### src/design/hc_read_pkg.sv
// ~~~~~~~~~~~~~~~~~~~~~~~~~~~~~~~~~~~~~~~~~~~~~~~~~~~~~~~~~~~~~~~~~~~~~~
// Shared sizes, enums and packed structs for the host-channel read path
// Each design module pulls these in with a wildcard import in its header
// ~~~~~~~~~~~~~~~~~~~~~~~~~~~~~~~~~~~~~~~~~~~~~~~~~~~~~~~~~~~~~~~~~~~~~~
package hc_read_pkg;

    // Width of a cache-line address on the read channel
    localparam int LINE_ADDR_W = 32;
    // Width of a job line count and of the per-request sequence number
    localparam int COUNT_W = 16;
    // Wishbone word address and data widths of the register port
    localparam int WB_ADR_W = 4;
    localparam int WB_DAT_W = 32;
    // Issues still allowed once almost-full has been seen high
    localparam int ISSUE_SLACK = 2;
    // Enough bits to hold a full set of issue credits
    localparam int CREDIT_W = $clog2(ISSUE_SLACK + 1);

    // Source tag carried by every read request
    typedef enum logic [1:0] {
        SRC_NONE,
        SRC_READER,
        SRC_WRITER,
        SRC_STATUS
    } hc_src_e;

    // Kind of channel request, REQ_NONE marks an idle slot
    typedef enum logic [1:0] {
        REQ_NONE,
        REQ_RDLINE
    } hc_req_type_e;

    // Word addresses of the register block
    typedef enum logic [WB_ADR_W-1:0] {
        CSR_CTRL     = 4'd0,
        CSR_RD_BASE  = 4'd1,
        CSR_RD_COUNT = 4'd2,
        CSR_WR_BASE  = 4'd3,
        CSR_WR_COUNT = 4'd4,
        CSR_ST_BASE  = 4'd5,
        CSR_ST_COUNT = 4'd6,
        CSR_BUSY     = 4'd7
    } hc_csr_addr_e;

    // Request header as it travels from requestor to channel
    typedef struct packed {
        hc_req_type_e           req_type;
        hc_src_e                tag;
        logic [LINE_ADDR_W-1:0] line_addr;
        logic [COUNT_W-1:0]     seq;
    } hc_req_hdr_t;

    // A requestor's offer to the arbiter
    typedef struct packed {
        logic        request;
        hc_req_hdr_t hdr;
    } hc_read_req_t;

    // One-cycle job start from the register block to a requestor
    typedef struct packed {
        logic                   start;
        logic [LINE_ADDR_W-1:0] base;
        logic [COUNT_W-1:0]     count;
    } hc_job_t;

    // Arbiter decision, at most one grant bit is set at a time
    typedef struct packed {
        logic can_issue;
        logic reader_grant;
        logic writer_grant;
        logic status_grant;
    } hc_read_grant_t;

    // Registered request on the memory read channel
    typedef struct packed {
        logic        rd_valid;
        hc_req_hdr_t hdr;
    } hc_c0_tx_t;

endpackage
### src/design/hc_read_subsys.sv
// ~~~~~~~~~~~~~~~~~~~~~~~~~~~~~~~~~~~~~~~~~~~~~~~~~~~~~~~~~~~~~~~~~~~~~~
// Top level of the host-channel read request path
// Wishbone registers in, tagged line-read requests out on tx0
// ~~~~~~~~~~~~~~~~~~~~~~~~~~~~~~~~~~~~~~~~~~~~~~~~~~~~~~~~~~~~~~~~~~~~~~
module hc_read_subsys
    import hc_read_pkg::*;
(
    input  logic                clk,
    input  logic                reset_n,
    input  logic                wb_cyc,
    input  logic                wb_stb,
    input  logic                wb_we,
    input  logic [WB_ADR_W-1:0] wb_adr,
    input  logic [WB_DAT_W-1:0] wb_dat_w,
    input  logic                tx0_almostfull,
    output logic [WB_DAT_W-1:0] wb_dat_r,
    output logic                wb_ack,
    output hc_c0_tx_t           tx0
);

    hc_job_t            rd_job;
    hc_job_t            wr_job;
    hc_job_t            st_job;
    logic               afu_en;
    // Bit 0 reader, bit 1 writer, bit 2 status
    logic [2:0]         busy;
    logic [COUNT_W-1:0] rd_remaining;
    logic [COUNT_W-1:0] wr_remaining;
    logic [COUNT_W-1:0] st_remaining;
    hc_read_req_t       reader_req;
    hc_read_req_t       writer_req;
    hc_read_req_t       status_req;
    hc_read_grant_t     grant;
    logic               can_issue;

    hc_csr_wb u_csr (
        .clk(clk), .reset_n(reset_n),
        .wb_cyc(wb_cyc), .wb_stb(wb_stb), .wb_we(wb_we),
        .wb_adr(wb_adr), .wb_dat_w(wb_dat_w), .busy(busy),
        .rd_remaining(rd_remaining), .wr_remaining(wr_remaining),
        .st_remaining(st_remaining), .wb_dat_r(wb_dat_r), .wb_ack(wb_ack),
        .afu_en(afu_en), .rd_job(rd_job), .wr_job(wr_job), .st_job(st_job)
    );

    // Same engine three times, told apart by the source tag
    hc_read_requestor u_reader (
        .clk(clk), .reset_n(reset_n), .job(rd_job), .src(SRC_READER),
        .grant(grant.reader_grant), .req(reader_req), .busy(busy[0]),
        .remaining(rd_remaining)
    );

    hc_read_requestor u_writer (
        .clk(clk), .reset_n(reset_n), .job(wr_job), .src(SRC_WRITER),
        .grant(grant.writer_grant), .req(writer_req), .busy(busy[1]),
        .remaining(wr_remaining)
    );

    hc_read_requestor u_status (
        .clk(clk), .reset_n(reset_n), .job(st_job), .src(SRC_STATUS),
        .grant(grant.status_grant), .req(status_req), .busy(busy[2]),
        .remaining(st_remaining)
    );

    hc_read_arbiter u_arbiter (
        .clk(clk), .reset_n(reset_n), .can_issue(can_issue),
        .reader(reader_req), .writer(writer_req), .status(status_req),
        .grant(grant), .tx0(tx0)
    );

    // Any granted source counts as one issue against the credits
    hc_issue_throttle u_throttle (
        .clk(clk), .reset_n(reset_n), .almostfull(tx0_almostfull),
        .afu_en(afu_en),
        .issue(grant.reader_grant | grant.writer_grant | grant.status_grant),
        .can_issue(can_issue)
    );

endmodule

### src/design/hc_csr_wb.sv
// ~~~~~~~~~~~~~~~~~~~~~~~~~~~~~~~~~~~~~~~~~~~~~~~~~~~~~~~~~~~~~~~~~~~~~~
// Wishbone classic register block for the read request path
// Holds the enable bit and job bases, starts idle requestors on a
// nonzero count write and reports busy bits and remaining counts
// ~~~~~~~~~~~~~~~~~~~~~~~~~~~~~~~~~~~~~~~~~~~~~~~~~~~~~~~~~~~~~~~~~~~~~~
module hc_csr_wb
    import hc_read_pkg::*;
(
    input  logic                clk,
    input  logic                reset_n,
    input  logic                wb_cyc,
    input  logic                wb_stb,
    input  logic                wb_we,
    input  logic [WB_ADR_W-1:0] wb_adr,
    input  logic [WB_DAT_W-1:0] wb_dat_w,
    // Busy bits in the order reader, writer, status
    input  logic [2:0]          busy,
    input  logic [COUNT_W-1:0]  rd_remaining,
    input  logic [COUNT_W-1:0]  wr_remaining,
    input  logic [COUNT_W-1:0]  st_remaining,
    output logic [WB_DAT_W-1:0] wb_dat_r,
    output logic                wb_ack,
    output logic                afu_en,
    output hc_job_t             rd_job,
    output hc_job_t             wr_job,
    output hc_job_t             st_job
);

    hc_csr_addr_e           csr_addr;
    logic                   wb_req;
    logic                   count_wr;
    logic [WB_DAT_W-1:0]    read_data;
    logic [2:0]             start_q;
    logic [COUNT_W-1:0]     count_q;
    logic [LINE_ADDR_W-1:0] rd_base;
    logic [LINE_ADDR_W-1:0] wr_base;
    logic [LINE_ADDR_W-1:0] st_base;

    assign csr_addr = hc_csr_addr_e'(wb_adr);
    // New cycle seen, the ack term keeps one access from acking twice
    assign wb_req   = wb_cyc && wb_stb && !wb_ack;
    // A zero count never starts a job
    assign count_wr = wb_req && wb_we && (wb_dat_w[COUNT_W-1:0] != '0);

    always_ff @(posedge clk)
    begin
        if (!reset_n)
        begin
            wb_ack  <= 1'b0;
            afu_en  <= 1'b0;
            start_q <= '0;
        end
        else
        begin
            wb_ack  <= wb_req;
            start_q <= '0;
            if (wb_req && wb_we && (csr_addr == CSR_CTRL))
            begin
                afu_en <= wb_dat_w[0];
            end
            // Start pulses go out with ack, and only to idle requestors
            if (count_wr)
            begin
                case (csr_addr)
                    CSR_RD_COUNT: start_q[0] <= !busy[0];
                    CSR_WR_COUNT: start_q[1] <= !busy[1];
                    CSR_ST_COUNT: start_q[2] <= !busy[2];
                    default: start_q <= '0;
                endcase
            end
        end
    end

    // Bases, job count and read data
    always_ff @(posedge clk)
    begin
        if (wb_req && wb_we)
        begin
            case (csr_addr)
                CSR_RD_BASE: rd_base <= wb_dat_w[LINE_ADDR_W-1:0];
                CSR_WR_BASE: wr_base <= wb_dat_w[LINE_ADDR_W-1:0];
                CSR_ST_BASE: st_base <= wb_dat_w[LINE_ADDR_W-1:0];
                default: count_q <= wb_dat_w[COUNT_W-1:0];
            endcase
        end
        if (wb_req && !wb_we)
        begin
            wb_dat_r <= read_data;
        end
    end

    // Count registers read back what the running job still has to issue
    always_comb
    begin
        case (csr_addr)
            CSR_CTRL:     read_data = WB_DAT_W'(afu_en);
            CSR_RD_BASE:  read_data = WB_DAT_W'(rd_base);
            CSR_RD_COUNT: read_data = WB_DAT_W'(rd_remaining);
            CSR_WR_BASE:  read_data = WB_DAT_W'(wr_base);
            CSR_WR_COUNT: read_data = WB_DAT_W'(wr_remaining);
            CSR_ST_BASE:  read_data = WB_DAT_W'(st_base);
            CSR_ST_COUNT: read_data = WB_DAT_W'(st_remaining);
            CSR_BUSY:     read_data = WB_DAT_W'(busy);
            default:      read_data = '0;
        endcase
    end

    // Each job uses the base held when its count is written
    always_comb
    begin
        rd_job.start = start_q[0];
        rd_job.base  = rd_base;
        rd_job.count = count_q;
        wr_job.start = start_q[1];
        wr_job.base  = wr_base;
        wr_job.count = count_q;
        st_job.start = start_q[2];
        st_job.base  = st_base;
        st_job.count = count_q;
    end

endmodule

### src/design/hc_read_requestor.sv
// ~~~~~~~~~~~~~~~~~~~~~~~~~~~~~~~~~~~~~~~~~~~~~~~~~~~~~~~~~~~~~~~~~~~~~~
// Line-read job engine, one instance per request source
// A start loads base and count, then one line is requested per grant
// ~~~~~~~~~~~~~~~~~~~~~~~~~~~~~~~~~~~~~~~~~~~~~~~~~~~~~~~~~~~~~~~~~~~~~~
module hc_read_requestor
    import hc_read_pkg::*;
(
    input  logic               clk,
    input  logic               reset_n,
    // Job setup pulse from the register block
    input  hc_job_t            job,
    // Fixed source tag of this instance
    input  hc_src_e            src,
    // Grant bit of this source from the arbiter
    input  logic               grant,
    output hc_read_req_t       req,
    output logic               busy,
    // Lines of the current job not yet issued
    output logic [COUNT_W-1:0] remaining
);

    logic [LINE_ADDR_W-1:0] base;
    logic [COUNT_W-1:0]     line_seq;

    // Remaining count is the control state, busy follows from it
    always_ff @(posedge clk)
    begin
        if (!reset_n)
        begin
            remaining <= '0;
        end
        else if (job.start)
        begin
            remaining <= job.count;
        end
        else if (grant && busy)
        begin
            remaining <= remaining - 1'b1;
        end
    end

    // Address state of the job in flight
    always_ff @(posedge clk)
    begin
        if (job.start)
        begin
            base     <= job.base;
            line_seq <= '0;
        end
        else if (grant && busy)
        begin
            line_seq <= line_seq + 1'b1;
        end
    end

    assign busy = (remaining != '0);

    // Offer stays up with a stable header until the grant is seen
    always_comb
    begin
        req.request       = busy;
        req.hdr.req_type  = busy ? REQ_RDLINE : REQ_NONE;
        req.hdr.tag       = src;
        req.hdr.line_addr = base + LINE_ADDR_W'(line_seq);
        req.hdr.seq       = line_seq;
    end

endmodule

### src/design/hc_read_arbiter.sv
// ~~~~~~~~~~~~~~~~~~~~~~~~~~~~~~~~~~~~~~~~~~~~~~~~~~~~~~~~~~~~~~~~~~~~~~
// Read channel arbiter for the reader, writer and status requestors
// Reader and writer alternate, status only fills idle slots, and the
// winning header is registered onto the channel one cycle later
// ~~~~~~~~~~~~~~~~~~~~~~~~~~~~~~~~~~~~~~~~~~~~~~~~~~~~~~~~~~~~~~~~~~~~~~
module hc_read_arbiter
    import hc_read_pkg::*;
(
    input  logic           clk,
    input  logic           reset_n,
    // Credit and enable check from the throttle
    input  logic           can_issue,
    // Offers from the three requestors
    input  hc_read_req_t   reader,
    input  hc_read_req_t   writer,
    input  hc_read_req_t   status,
    output hc_read_grant_t grant,
    // Registered request toward the memory read channel
    output hc_c0_tx_t      tx0
);

    // Which of reader and writer wins when both are waiting
    typedef enum logic {
        FAVOR_READER,
        FAVOR_WRITER
    } favor_e;

    favor_e      favor;
    favor_e      favor_next;
    hc_req_hdr_t winner_hdr;
    logic        issue_valid;
    hc_c0_tx_t   tx0_next;

    always_ff @(posedge clk)
    begin
        if (!reset_n)
        begin
            favor <= FAVOR_READER;
        end
        else
        begin
            favor <= favor_next;
        end
    end

    // Writer gets the next turn only right after a reader grant
    assign favor_next = grant.reader_grant ? FAVOR_WRITER : FAVOR_READER;

    always_comb
    begin
        grant           = '0;
        grant.can_issue = can_issue;
        // Reader header is the default so the mux stays small
        winner_hdr      = reader.hdr;

        if (reader.request && ((favor == FAVOR_READER) || !writer.request))
        begin
            grant.reader_grant = can_issue;
        end
        else if (writer.request)
        begin
            winner_hdr         = writer.hdr;
            grant.writer_grant = can_issue;
        end
        else if (status.request)
        begin
            // Status traffic only uses slots the frame engines leave free
            winner_hdr         = status.hdr;
            grant.status_grant = can_issue;
        end
    end

    assign issue_valid = grant.reader_grant | grant.writer_grant | grant.status_grant;

    always_comb
    begin
        tx0_next          = '0;
        tx0_next.rd_valid = issue_valid;
        tx0_next.hdr      = winner_hdr;
        // An idle slot must never look like a line read
        if (!issue_valid)
        begin
            tx0_next.hdr.req_type = REQ_NONE;
        end
    end

    // A grant in one cycle becomes rd_valid in the next
    always_ff @(posedge clk)
    begin
        if (!reset_n)
        begin
            tx0 <= '0;
        end
        else
        begin
            tx0 <= tx0_next;
        end
    end

endmodule

### src/design/hc_issue_throttle.sv
// ~~~~~~~~~~~~~~~~~~~~~~~~~~~~~~~~~~~~~~~~~~~~~~~~~~~~~~~~~~~~~~~~~~~~~~
// Issue credit counter for the read channel
// Gates the arbiter so only a few requests follow an almost-full
// ~~~~~~~~~~~~~~~~~~~~~~~~~~~~~~~~~~~~~~~~~~~~~~~~~~~~~~~~~~~~~~~~~~~~~~
module hc_issue_throttle
    import hc_read_pkg::*;
(
    input  logic clk,
    input  logic reset_n,
    // Back-pressure from the read channel
    input  logic almostfull,
    // Software enable bit from the register block
    input  logic afu_en,
    // High for any granted request in this cycle
    input  logic issue,
    output logic can_issue
);

    // Issues left before the channel must drop almost-full again
    logic [CREDIT_W-1:0] credit;

    always_ff @(posedge clk)
    begin
        if (!reset_n)
        begin
            credit <= CREDIT_W'(ISSUE_SLACK);
        end
        else if (!almostfull)
        begin
            // Channel has room, so the full slack is available again
            credit <= CREDIT_W'(ISSUE_SLACK);
        end
        else if (issue && (credit != '0))
        begin
            // Each issue under almost-full spends one credit
            credit <= credit - 1'b1;
        end
    end

    // Issue needs both a credit and software permission
    assign can_issue = (credit != '0) && afu_en;

endmodule

### config.mk
export PLATFORM = sky130hd
export DESIGN_NAME = hc_read_subsys
export DESIGN_NICKNAME = d
export VERILOG_FILES = /design/src/design/hc_read_pkg.sv /design/src/design/hc_read_subsys.sv /design/src/design/hc_csr_wb.sv /design/src/design/hc_read_requestor.sv /design/src/design/hc_read_arbiter.sv /design/src/design/hc_issue_throttle.sv
export SDC_FILE = /design/constraint.sdc
export NUM_CORES = 1
export LEC_CHECK = 0
export ABC_AREA = 1
export BUFFER_PORTS_ARGS = -buffer_cell sky130_fd_sc_hd__buf_2
export CAP_MARGIN = 25
export CORE_MARGIN = 3
export CORE_UTILIZATION = 54
export DETAILED_ROUTE_END_ITERATION = 16
export PLACE_DENSITY_LB_ADDON = 0.15
export SLEW_MARGIN = 5
export SYNTH_ARGS = -nofsm -noshare
export SYNTH_HDL_FRONTEND = slang
export SYNTH_SLANG_ARGS = --single-unit
### constraint.sdc
create_clock -name clk -period 3.5 [get_ports clk]
set_input_delay 0.175 -clock clk [delete_from_list [all_inputs] [get_ports clk]]
set_output_delay 0.175 -clock clk [all_outputs]
set_load 0.005 [all_outputs]
==> results.sh, run 1 <==
export IMPL_rsz0062_at_grt="false"
export IMPL_synth_area_leaders="edfxtp_1 34%, dfxtp_1 15%, nand2_1 13%"
export IMPL_postCtsSetupBuffers=0
export IMPL_synth_warnings=0
export IMPL_timing_fmax_mhz=325.9
export IMPL_utilization_pct=63.33
export IMPL_die_h_um=203.6
export IMPL_synth_area_leader_cell="edfxtp_1"
export IMPL_grt_max_degree=69
export IMPL_total_leakage_power_nw=10.13
export IMPL_finalClockSkew_ns=0.02221
export IMPL_nets=2857
export IMPL_powerDensity_nw_per_um2=433.0
export IMPL_cts_tree="done"
export IMPL_finalWirelength_mm=75.59
export IMPL_critPathLaunch="u_writer.remaining[0]"
export IMPL_final_cell_area_um2=24080
export IMPL_floorplan_initialDensity_pct=55.43
export IMPL_fin_crit_ns=3.069
export IMPL_grt_util_all_layers_pct=36.12
export IMPL_core_area_um2=38020
export IMPL_rows=71
export IMPL_reg2reg_slack_ns=0.43
export IMPL_maxCapViolCount=0
export IMPL_grt_pass1_vias=18350
export IMPL_slew_violations=0
export IMPL_routed_via_density=5.929
export IMPL_worst_hold_path_type="in2reg"
export IMPL_setup_tns_final_ns=0
export IMPL_grt_overflow=0
export IMPL_crit_required_ns=3.94
export IMPL_area_growth_pct=14.26
export IMPL_worstPathArrival_ns=3.51
export IMPL_syn_num_nets=2688
export IMPL_r2r_start="u_writer.remaining[0]"
export IMPL_status="complete, no violations"
export IMPL_ys_types=57
export IMPL_crit_path_frequent_cell="nor2_2"
export IMPL_setup_violations=0
export IMPL_cts_buffer_depth=3
export IMPL_syn_inst=2588
export IMPL_relSlewSlack_pct=37.01
export IMPL_path_class="reg2reg"
export IMPL_grt_pass1_wl_mm=112.2
export IMPL_cts_sinks=396
export IMPL_drt_iter0_drc=2393
export IMPL_critPathSlowestCell="nor2_4"
export IMPL_final_cell_mix="727 x nand2_1, 271 x inv_1, 247 x nor2_1, 240 x edfxtp_1, 209 x nand3_1"
export IMPL_fill_cells=3287
export IMPL_critPathMaxStageDelay_ns=0.48
export IMPL_antenna_found_initial=3
export IMPL_dr_max_layer_used="met5"
export IMPL_met2WireLength_mm=32.78
export IMPL_hold_viol_final=0
export IMPL_period_share_pct=87.67
export IMPL_synth_ff_latch_count=396
export IMPL_crit_path_end_kind="flop"
export IMPL_place_ws_ns=0.5780
export IMPL_numPortBuffers=126
export IMPL_post_drt_wl_per_cell_um=22.89
export IMPL_max_slew_worst_pin_slew_ns=0.9449
export IMPL_ioPinCount=128
export IMPL_insertion_delay_ns=0.58
export IMPL_met1_length_mm=30.75
export IMPL_start_kind="flop"
export IMPL_final_common_cell="nand2_1"
export IMPL_route_detailed_drc=0
export IMPL_synth_edf_count=240
export IMPL_syn_area_um2=21070
export IMPL_syn_avg_cell_area_um2=8.143
export IMPL_fp_dieArea_um2=41430
export IMPL_gp_congestion=1.001
export IMPL_root_buffer="clkbuf_16"
export IMPL_dr_total_vias=19580
export IMPL_h_tree_depth=2
export IMPL_layout_area_seq_um2=10330
export IMPL_wl_met3_mm=9.010
export IMPL_placed_area_um2=22230
export IMPL_async_reset_ff_share_pct=0
export IMPL_detail_route_antenna_nets=0
export IMPL_drt_pass1_iterations=6
export IMPL_power_mw=10.43
export IMPL_worstPathCellList="inv_1 > ha_1 > nand2_2 > nor2_2 > nand3_1 > nor2_2 > buf_4 > nand2_4 > nor2_4 > inv_2 > o221ai_1 > nor2_1"
export IMPL_synth_ff_type="edfxtp_1"
export IMPL_cts_made_buffers=42
export IMPL_dp_hpwl_mm=56.66
export IMPL_worstPathMaxFanout=16
export IMPL_die_w_um=203.6
export IMPL_worst_slack_ns=0.4314
export IMPL_clk_pin_slew_ns=0.07
export IMPL_drive_above_1_share_pct=10.18
export IMPL_worstSetupEndpoint="u_arbiter.tx0[17]"
export IMPL_multiInputGateArea_um2=9371
export IMPL_ir_worst_vdd_uv=445.4
export IMPL_timing_rr_end="u_arbiter.tx0[17]"
export IMPL_ys_seq_area_share_pct=49.02
export IMPL_yosys_area_top_type_share_pct=34.20
export IMPL_r2r_cells=12
-- power breakdown --
group | switching (mW) | internal [mW] | total, mW
combinational | 0.475 | 0.244 | 0.719
sequential | 0.0719 | 5.02 | 5.09
clock | 1.96 | 2.66 | 4.62
total | 2.51 | 7.92 | 10.4
-- through the flow --
step	hold slack [ns]	cells
2_1_floorplan	0.2739	2588
3_3_place_gp	0.3756	3183
3_5_place_dp	0.3772	3184
4_1_cts	0.06510	3299
5_1_grt	0.1008	3301
6_report	0.1129	3302
-- cell type report --
cell class	instances	share of cell area (%)
Antenna cell	1	0.01039
Multi-Input combinational cell	1844	38.92
Sequential cell	396	42.92
Tap cell	511	2.655
Inverter	282	4.427
Timing Repair Buffer	191	5.103
Clock inverter	28	1.242
Clock buffer	49	4.729
-- cells in the mapped netlist, types with 25 or more instances --
master and n:
nor2_1 251, clkbuf_1 38, a21oi_1 153, edfxtp_1 240, nand2_1 727, xnor2_1 34, xor2_1 50, nor3_1 49
a31oi_1 25, nand4_1 37, ha_1 55, inv_1 271, nand3_1 209, dfxtp_1 156, o21ai_0 90
-- worst min path at each step --
stage | slack (ns) | cells past startpoint | endpoint | from
final | 0.11 | 3 | u_status.remaining[5] | reset_n
after global routing | 0.10 | 3 | u_writer.remaining[5] | reset_n
after CTS | 0.07 | 4 | u_csr.start_q[1] | wb_adr[3]
after detailed placement | 0.38 | 1 | u_csr.wr_base[17] | wb_dat_w[17]
after global placement | 0.38 | 1 | u_csr.st_base[17] | wb_dat_w[17]
after floorplan | 0.27 | 0 | u_csr.count_q[0] | wb_dat_w[0]
-- registers in the layout, indices dropped and copies added (netlist names) --
signal              count
u_arbiter.tx0          52
u_csr.rd_base          32
u_csr.st_base          32
u_csr.wb_dat_r         32
u_csr.wr_base          32
u_reader.base          32
u_status.base          32
u_writer.base          32
u_csr.count_q          16
u_reader.line_seq      16
u_reader.remaining     16
u_status.line_seq      16
u_status.remaining     16
u_writer.line_seq      16
u_writer.remaining     16
u_csr.start_q           3
u_throttle.credit       2
u_arbiter.favor         1
u_csr.afu_en            1
u_csr.wb_ack            1
-- per-layer routing --
layer / up-vias / global-route usage [%]
li1: 9034 / -
met1: 9240 / 50.86
met2: 1122 / 55.29
met3: 178 / 7.821
met4: 4 / 13.20
met5: - / 0
-- critical path: cells and delay by family (launching register included) --
family	cells	cell delay, ns
DFF	1	0.32
AOI/OAI and AO/OA	1	0.41
and+or+nand+nor	7	1.31
adders and majority gates	1	0.21
buffers and inverters	3	0.67
-- cell families (layout without fill, tap and decap cells) --
group           Yosys count  in the layout  share of synthesized area, %
buf+inv                 348            550                         6.685
simple gates           1349           1349                         27.58
xor+xnor                 84             84                         3.491
flops                   396            396                         49.02
other cells               1              2                       0.01779
fa+ha+maj                58             58                         3.550
compound gates          352            352                         9.660
-- repair_timing --
item,4_1_cts,5_1_grt
hold buffers,38,1
resized for setup,0,0
endpoints found under the hold margin,116,5
(Power assumes the default switching activity.)
==> inputs of run 2 (changes only) <==
- SLEW_MARGIN: 5 -> not set
- SYNTH_HIERARCHICAL: not set -> 1
==> results.sh, run 2 <==
export IMPL_area_growth_pct=11.70
export IMPL_largest_reg_flops=53
export IMPL_drt_iter0_drc=2580
export IMPL_syn_avg_cell_area_um2=7.383
export IMPL_slew_violations=0
export IMPL_crit_path_end_kind="flop"
export IMPL_dp_hpwl_mm=57.55
export IMPL_post_drt_wl_per_cell_um=19.86
export IMPL_grt_overflow=0
export IMPL_insertion_delay_ns=0.59
export IMPL_routed_via_density=5.560
export IMPL_finalWirelength_mm=76.07
export IMPL_route_detailed_drc=0
export IMPL_r2r_cells=11
export IMPL_power_frac_seq_pct=46.8
export IMPL_nets=3358
export IMPL_ioPinCount=128
export IMPL_grt_max_degree=60
export IMPL_gp_congestion=1.008
export IMPL_placed_area_um2=23870
export IMPL_relSlewSlack_pct=32.01
export IMPL_holdPathEnd="u_csr/wb_dat_r[11]"
export IMPL_cts_sinks=397
export IMPL_core_area_um2=42040
export IMPL_syn_area_um2=23080
export IMPL_syn_inst=3126
export IMPL_drt_pass1_iterations=6
export IMPL_powerDensity_nw_per_um2=423.6
export IMPL_worstPathMaxFanout=25
export IMPL_clk_pin_slew_ns=0.06
export IMPL_ir_worst_vdd_uv=530.6
export IMPL_synth_warnings=6
export IMPL_grt_util_all_layers_pct=33.43
export IMPL_path_class="reg2reg"
export IMPL_final_cell_mix="1119 x nand2_1, 375 x nor2_1, 340 x inv_1, 257 x nand3_1, 240 x edfxtp_1"
export IMPL_worst_hold_path_type="in2reg"
export IMPL_worstHoldStart="wb_we"
export IMPL_swShare_pct=24.32
export IMPL_dr_total_vias=21300
export IMPL_hold_depth=2
export IMPL_cts_buffer_depth=3
export IMPL_fin_crit_ns=2.917
export IMPL_critPathSlowestCell="a21oi_1"
export IMPL_status="complete, no violations"
export IMPL_start_kind="flop"
export IMPL_timing_fmax_mhz=342.9
export IMPL_detail_route_antenna_nets=0
export IMPL_antenna_found_initial=3
export IMPL_worstPathArrival_ns=3.40
export IMPL_r2r_start="u_reader/remaining[0]"
export IMPL_fp_dieArea_um2=45260
export IMPL_p_int_mw=8.265
export IMPL_root_buffer="clkbuf_16"
export IMPL_cts_made_buffers=43
export IMPL_switchingPower_mw=2.655
export IMPL_grt_pass1_wl_mm=114.5
export IMPL_postCtsSetupBuffers=0
export IMPL_maxCapViolCount=0
export IMPL_h_tree_depth=2
export IMPL_rsz0062_at_grt="false"
export IMPL_pwr_share_comb_pct=8.0
export IMPL_reg2reg_slack_ns=0.58
export IMPL_fill_cells=3866
export IMPL_final_cell_area_um2=25780
export IMPL_pwr_share_clk_pct=45.2
export IMPL_die_h_um=212.7
export IMPL_timing_rr_end="u_writer/remaining[1]"
export IMPL_max_flop_register="u_arbiter/tx0"
export IMPL_setup_tns_final_ns=0
export IMPL_rows=75
export IMPL_grt_pass1_vias=19570
export IMPL_period_share_pct=83.33
export IMPL_hold_viol_final=0
export IMPL_floorplan_initialDensity_pct=54.90
export IMPL_worstPathCellList="inv_1 > ha_1 > inv_1 > nor4_1 > nand4_1 > a21oi_1 > nand2_8 > nand2_4 > clkinv_4 > nor2_1 > nor2_1"
export IMPL_final_common_cell="nand2_1"
export IMPL_holdWs_ns=0.04124
export IMPL_critPathMaxStageDelay_ns=0.72
export IMPL_setup_violations=0
export IMPL_cts_tree="done"
export IMPL_crit_required_ns=3.98
export IMPL_max_slew_worst_pin_slew_ns=1.019
export IMPL_numPortBuffers=127
export IMPL_die_w_um=212.7
export IMPL_finalClockSkew_ns=0.02003
export IMPL_total_leakage_power_nw=12.38
export IMPL_drive_above_1_share_pct=9.483
[run 2: cell types whose count changed in the layout (fill, tap and decap cells not counted), moves of 12 or more]
cell,delta
nand3_1,+48
nor2_1,+128
o2111ai_1,-12
o21ai_0,-34
a21oi_1,-78
o21ai_1,+31
nand2_1,+392
xnor2_1,-17
inv_1,+69
a31oi_1,-25
a221oi_1,-15
[run 2: layer usage]
| metal | track usage, % | share of wire (%) | up-vias |
|---|---|---|---|
| li1 | - | - | 10170 |
| met1 | 48.74 | 43 | 9984 |
| met2 | 50.91 | 43 | 1012 |
| met3 | 6.759 | 11 | 133 |
| met4 | 9.291 | 2.9 | 2 |
| met5 | 0 | 0.017 | - |
[run 2: repair_timing]
action	in CTS	in global routing
endpoints found under the hold margin	115	0
hold buffers	35	0
gates resized for setup	0	0
[run 2: power groups by stage]
stage	Sequential, mW	Clock, mW	Combinational, mW
2_1_floorplan	5.18	0	0.523
3_3_place_gp	5.21	0	0.814
3_5_place_dp	5.21	0	0.822
4_1_cts	5.11	5.00	0.857
5_1_grt	5.12	5.19	0.961
6_report	5.11	4.93	0.876
[run 2: stage by stage]
stage	cells	worst slack [ns]	util (%)	total power [mW]
2_1_floorplan	3130	0.2851	-	5.706
3_3_place_gp	3712	0.6949	56.76	6.023
3_5_place_dp	3713	0.6356	56.78	6.033
4_1_cts	3828	0.6322	61.25	10.97
5_1_grt	3829	0.3588	61.31	11.27
6_report	3831	0.5833	61.32	10.92
[run 2: worst max-delay path by stage]
stage                                startpoint                endpoint  slack (ns)  cells after the start
after detailed placement  u_reader/remaining[0]   u_writer/remaining[1]        0.64                     11
after CTS                 u_reader/remaining[0]   u_writer/remaining[1]        0.63                     11
after global placement    u_reader/remaining[0]   u_writer/remaining[1]        0.69                     11
after global routing      u_writer/remaining[0]  u_reader/remaining[11]        0.36                     14
final                     u_reader/remaining[0]   u_writer/remaining[1]        0.58                     11
after floorplan                    u_csr/wb_ack        u_csr/wr_base[0]        0.29                      3
[run 2: area by class of cell]
class | count | area (µm²) | area share (%)
Clock inverter | 24 | 287.8 | 1.116
Tap cell | 539 | 674.4 | 2.616
Antenna cell | 2 | 5.005 | 0.01941
Sequential cell | 397 | 10350 | 40.16
Timing Repair Buffer | 196 | 1274 | 4.941
Inverter | 354 | 1346 | 5.222
Clock buffer | 56 | 1240 | 4.810
Multi-Input combinational cell | 2263 | 10600 | 41.12
[run 2: worst max-delay path: cells and delay by family, from the launching register on]
| kind | cells | cell delay, ns |
|---|---|---|
| AND/OR/NAND/NOR | 6 | 1.25 |
| AO/OA/AOI/OAI | 1 | 0.72 |
| flip-flops | 1 | 0.36 |
| adder cells (fa/ha/maj) | 1 | 0.18 |
| buffers and inverters | 3 | 0.30 |
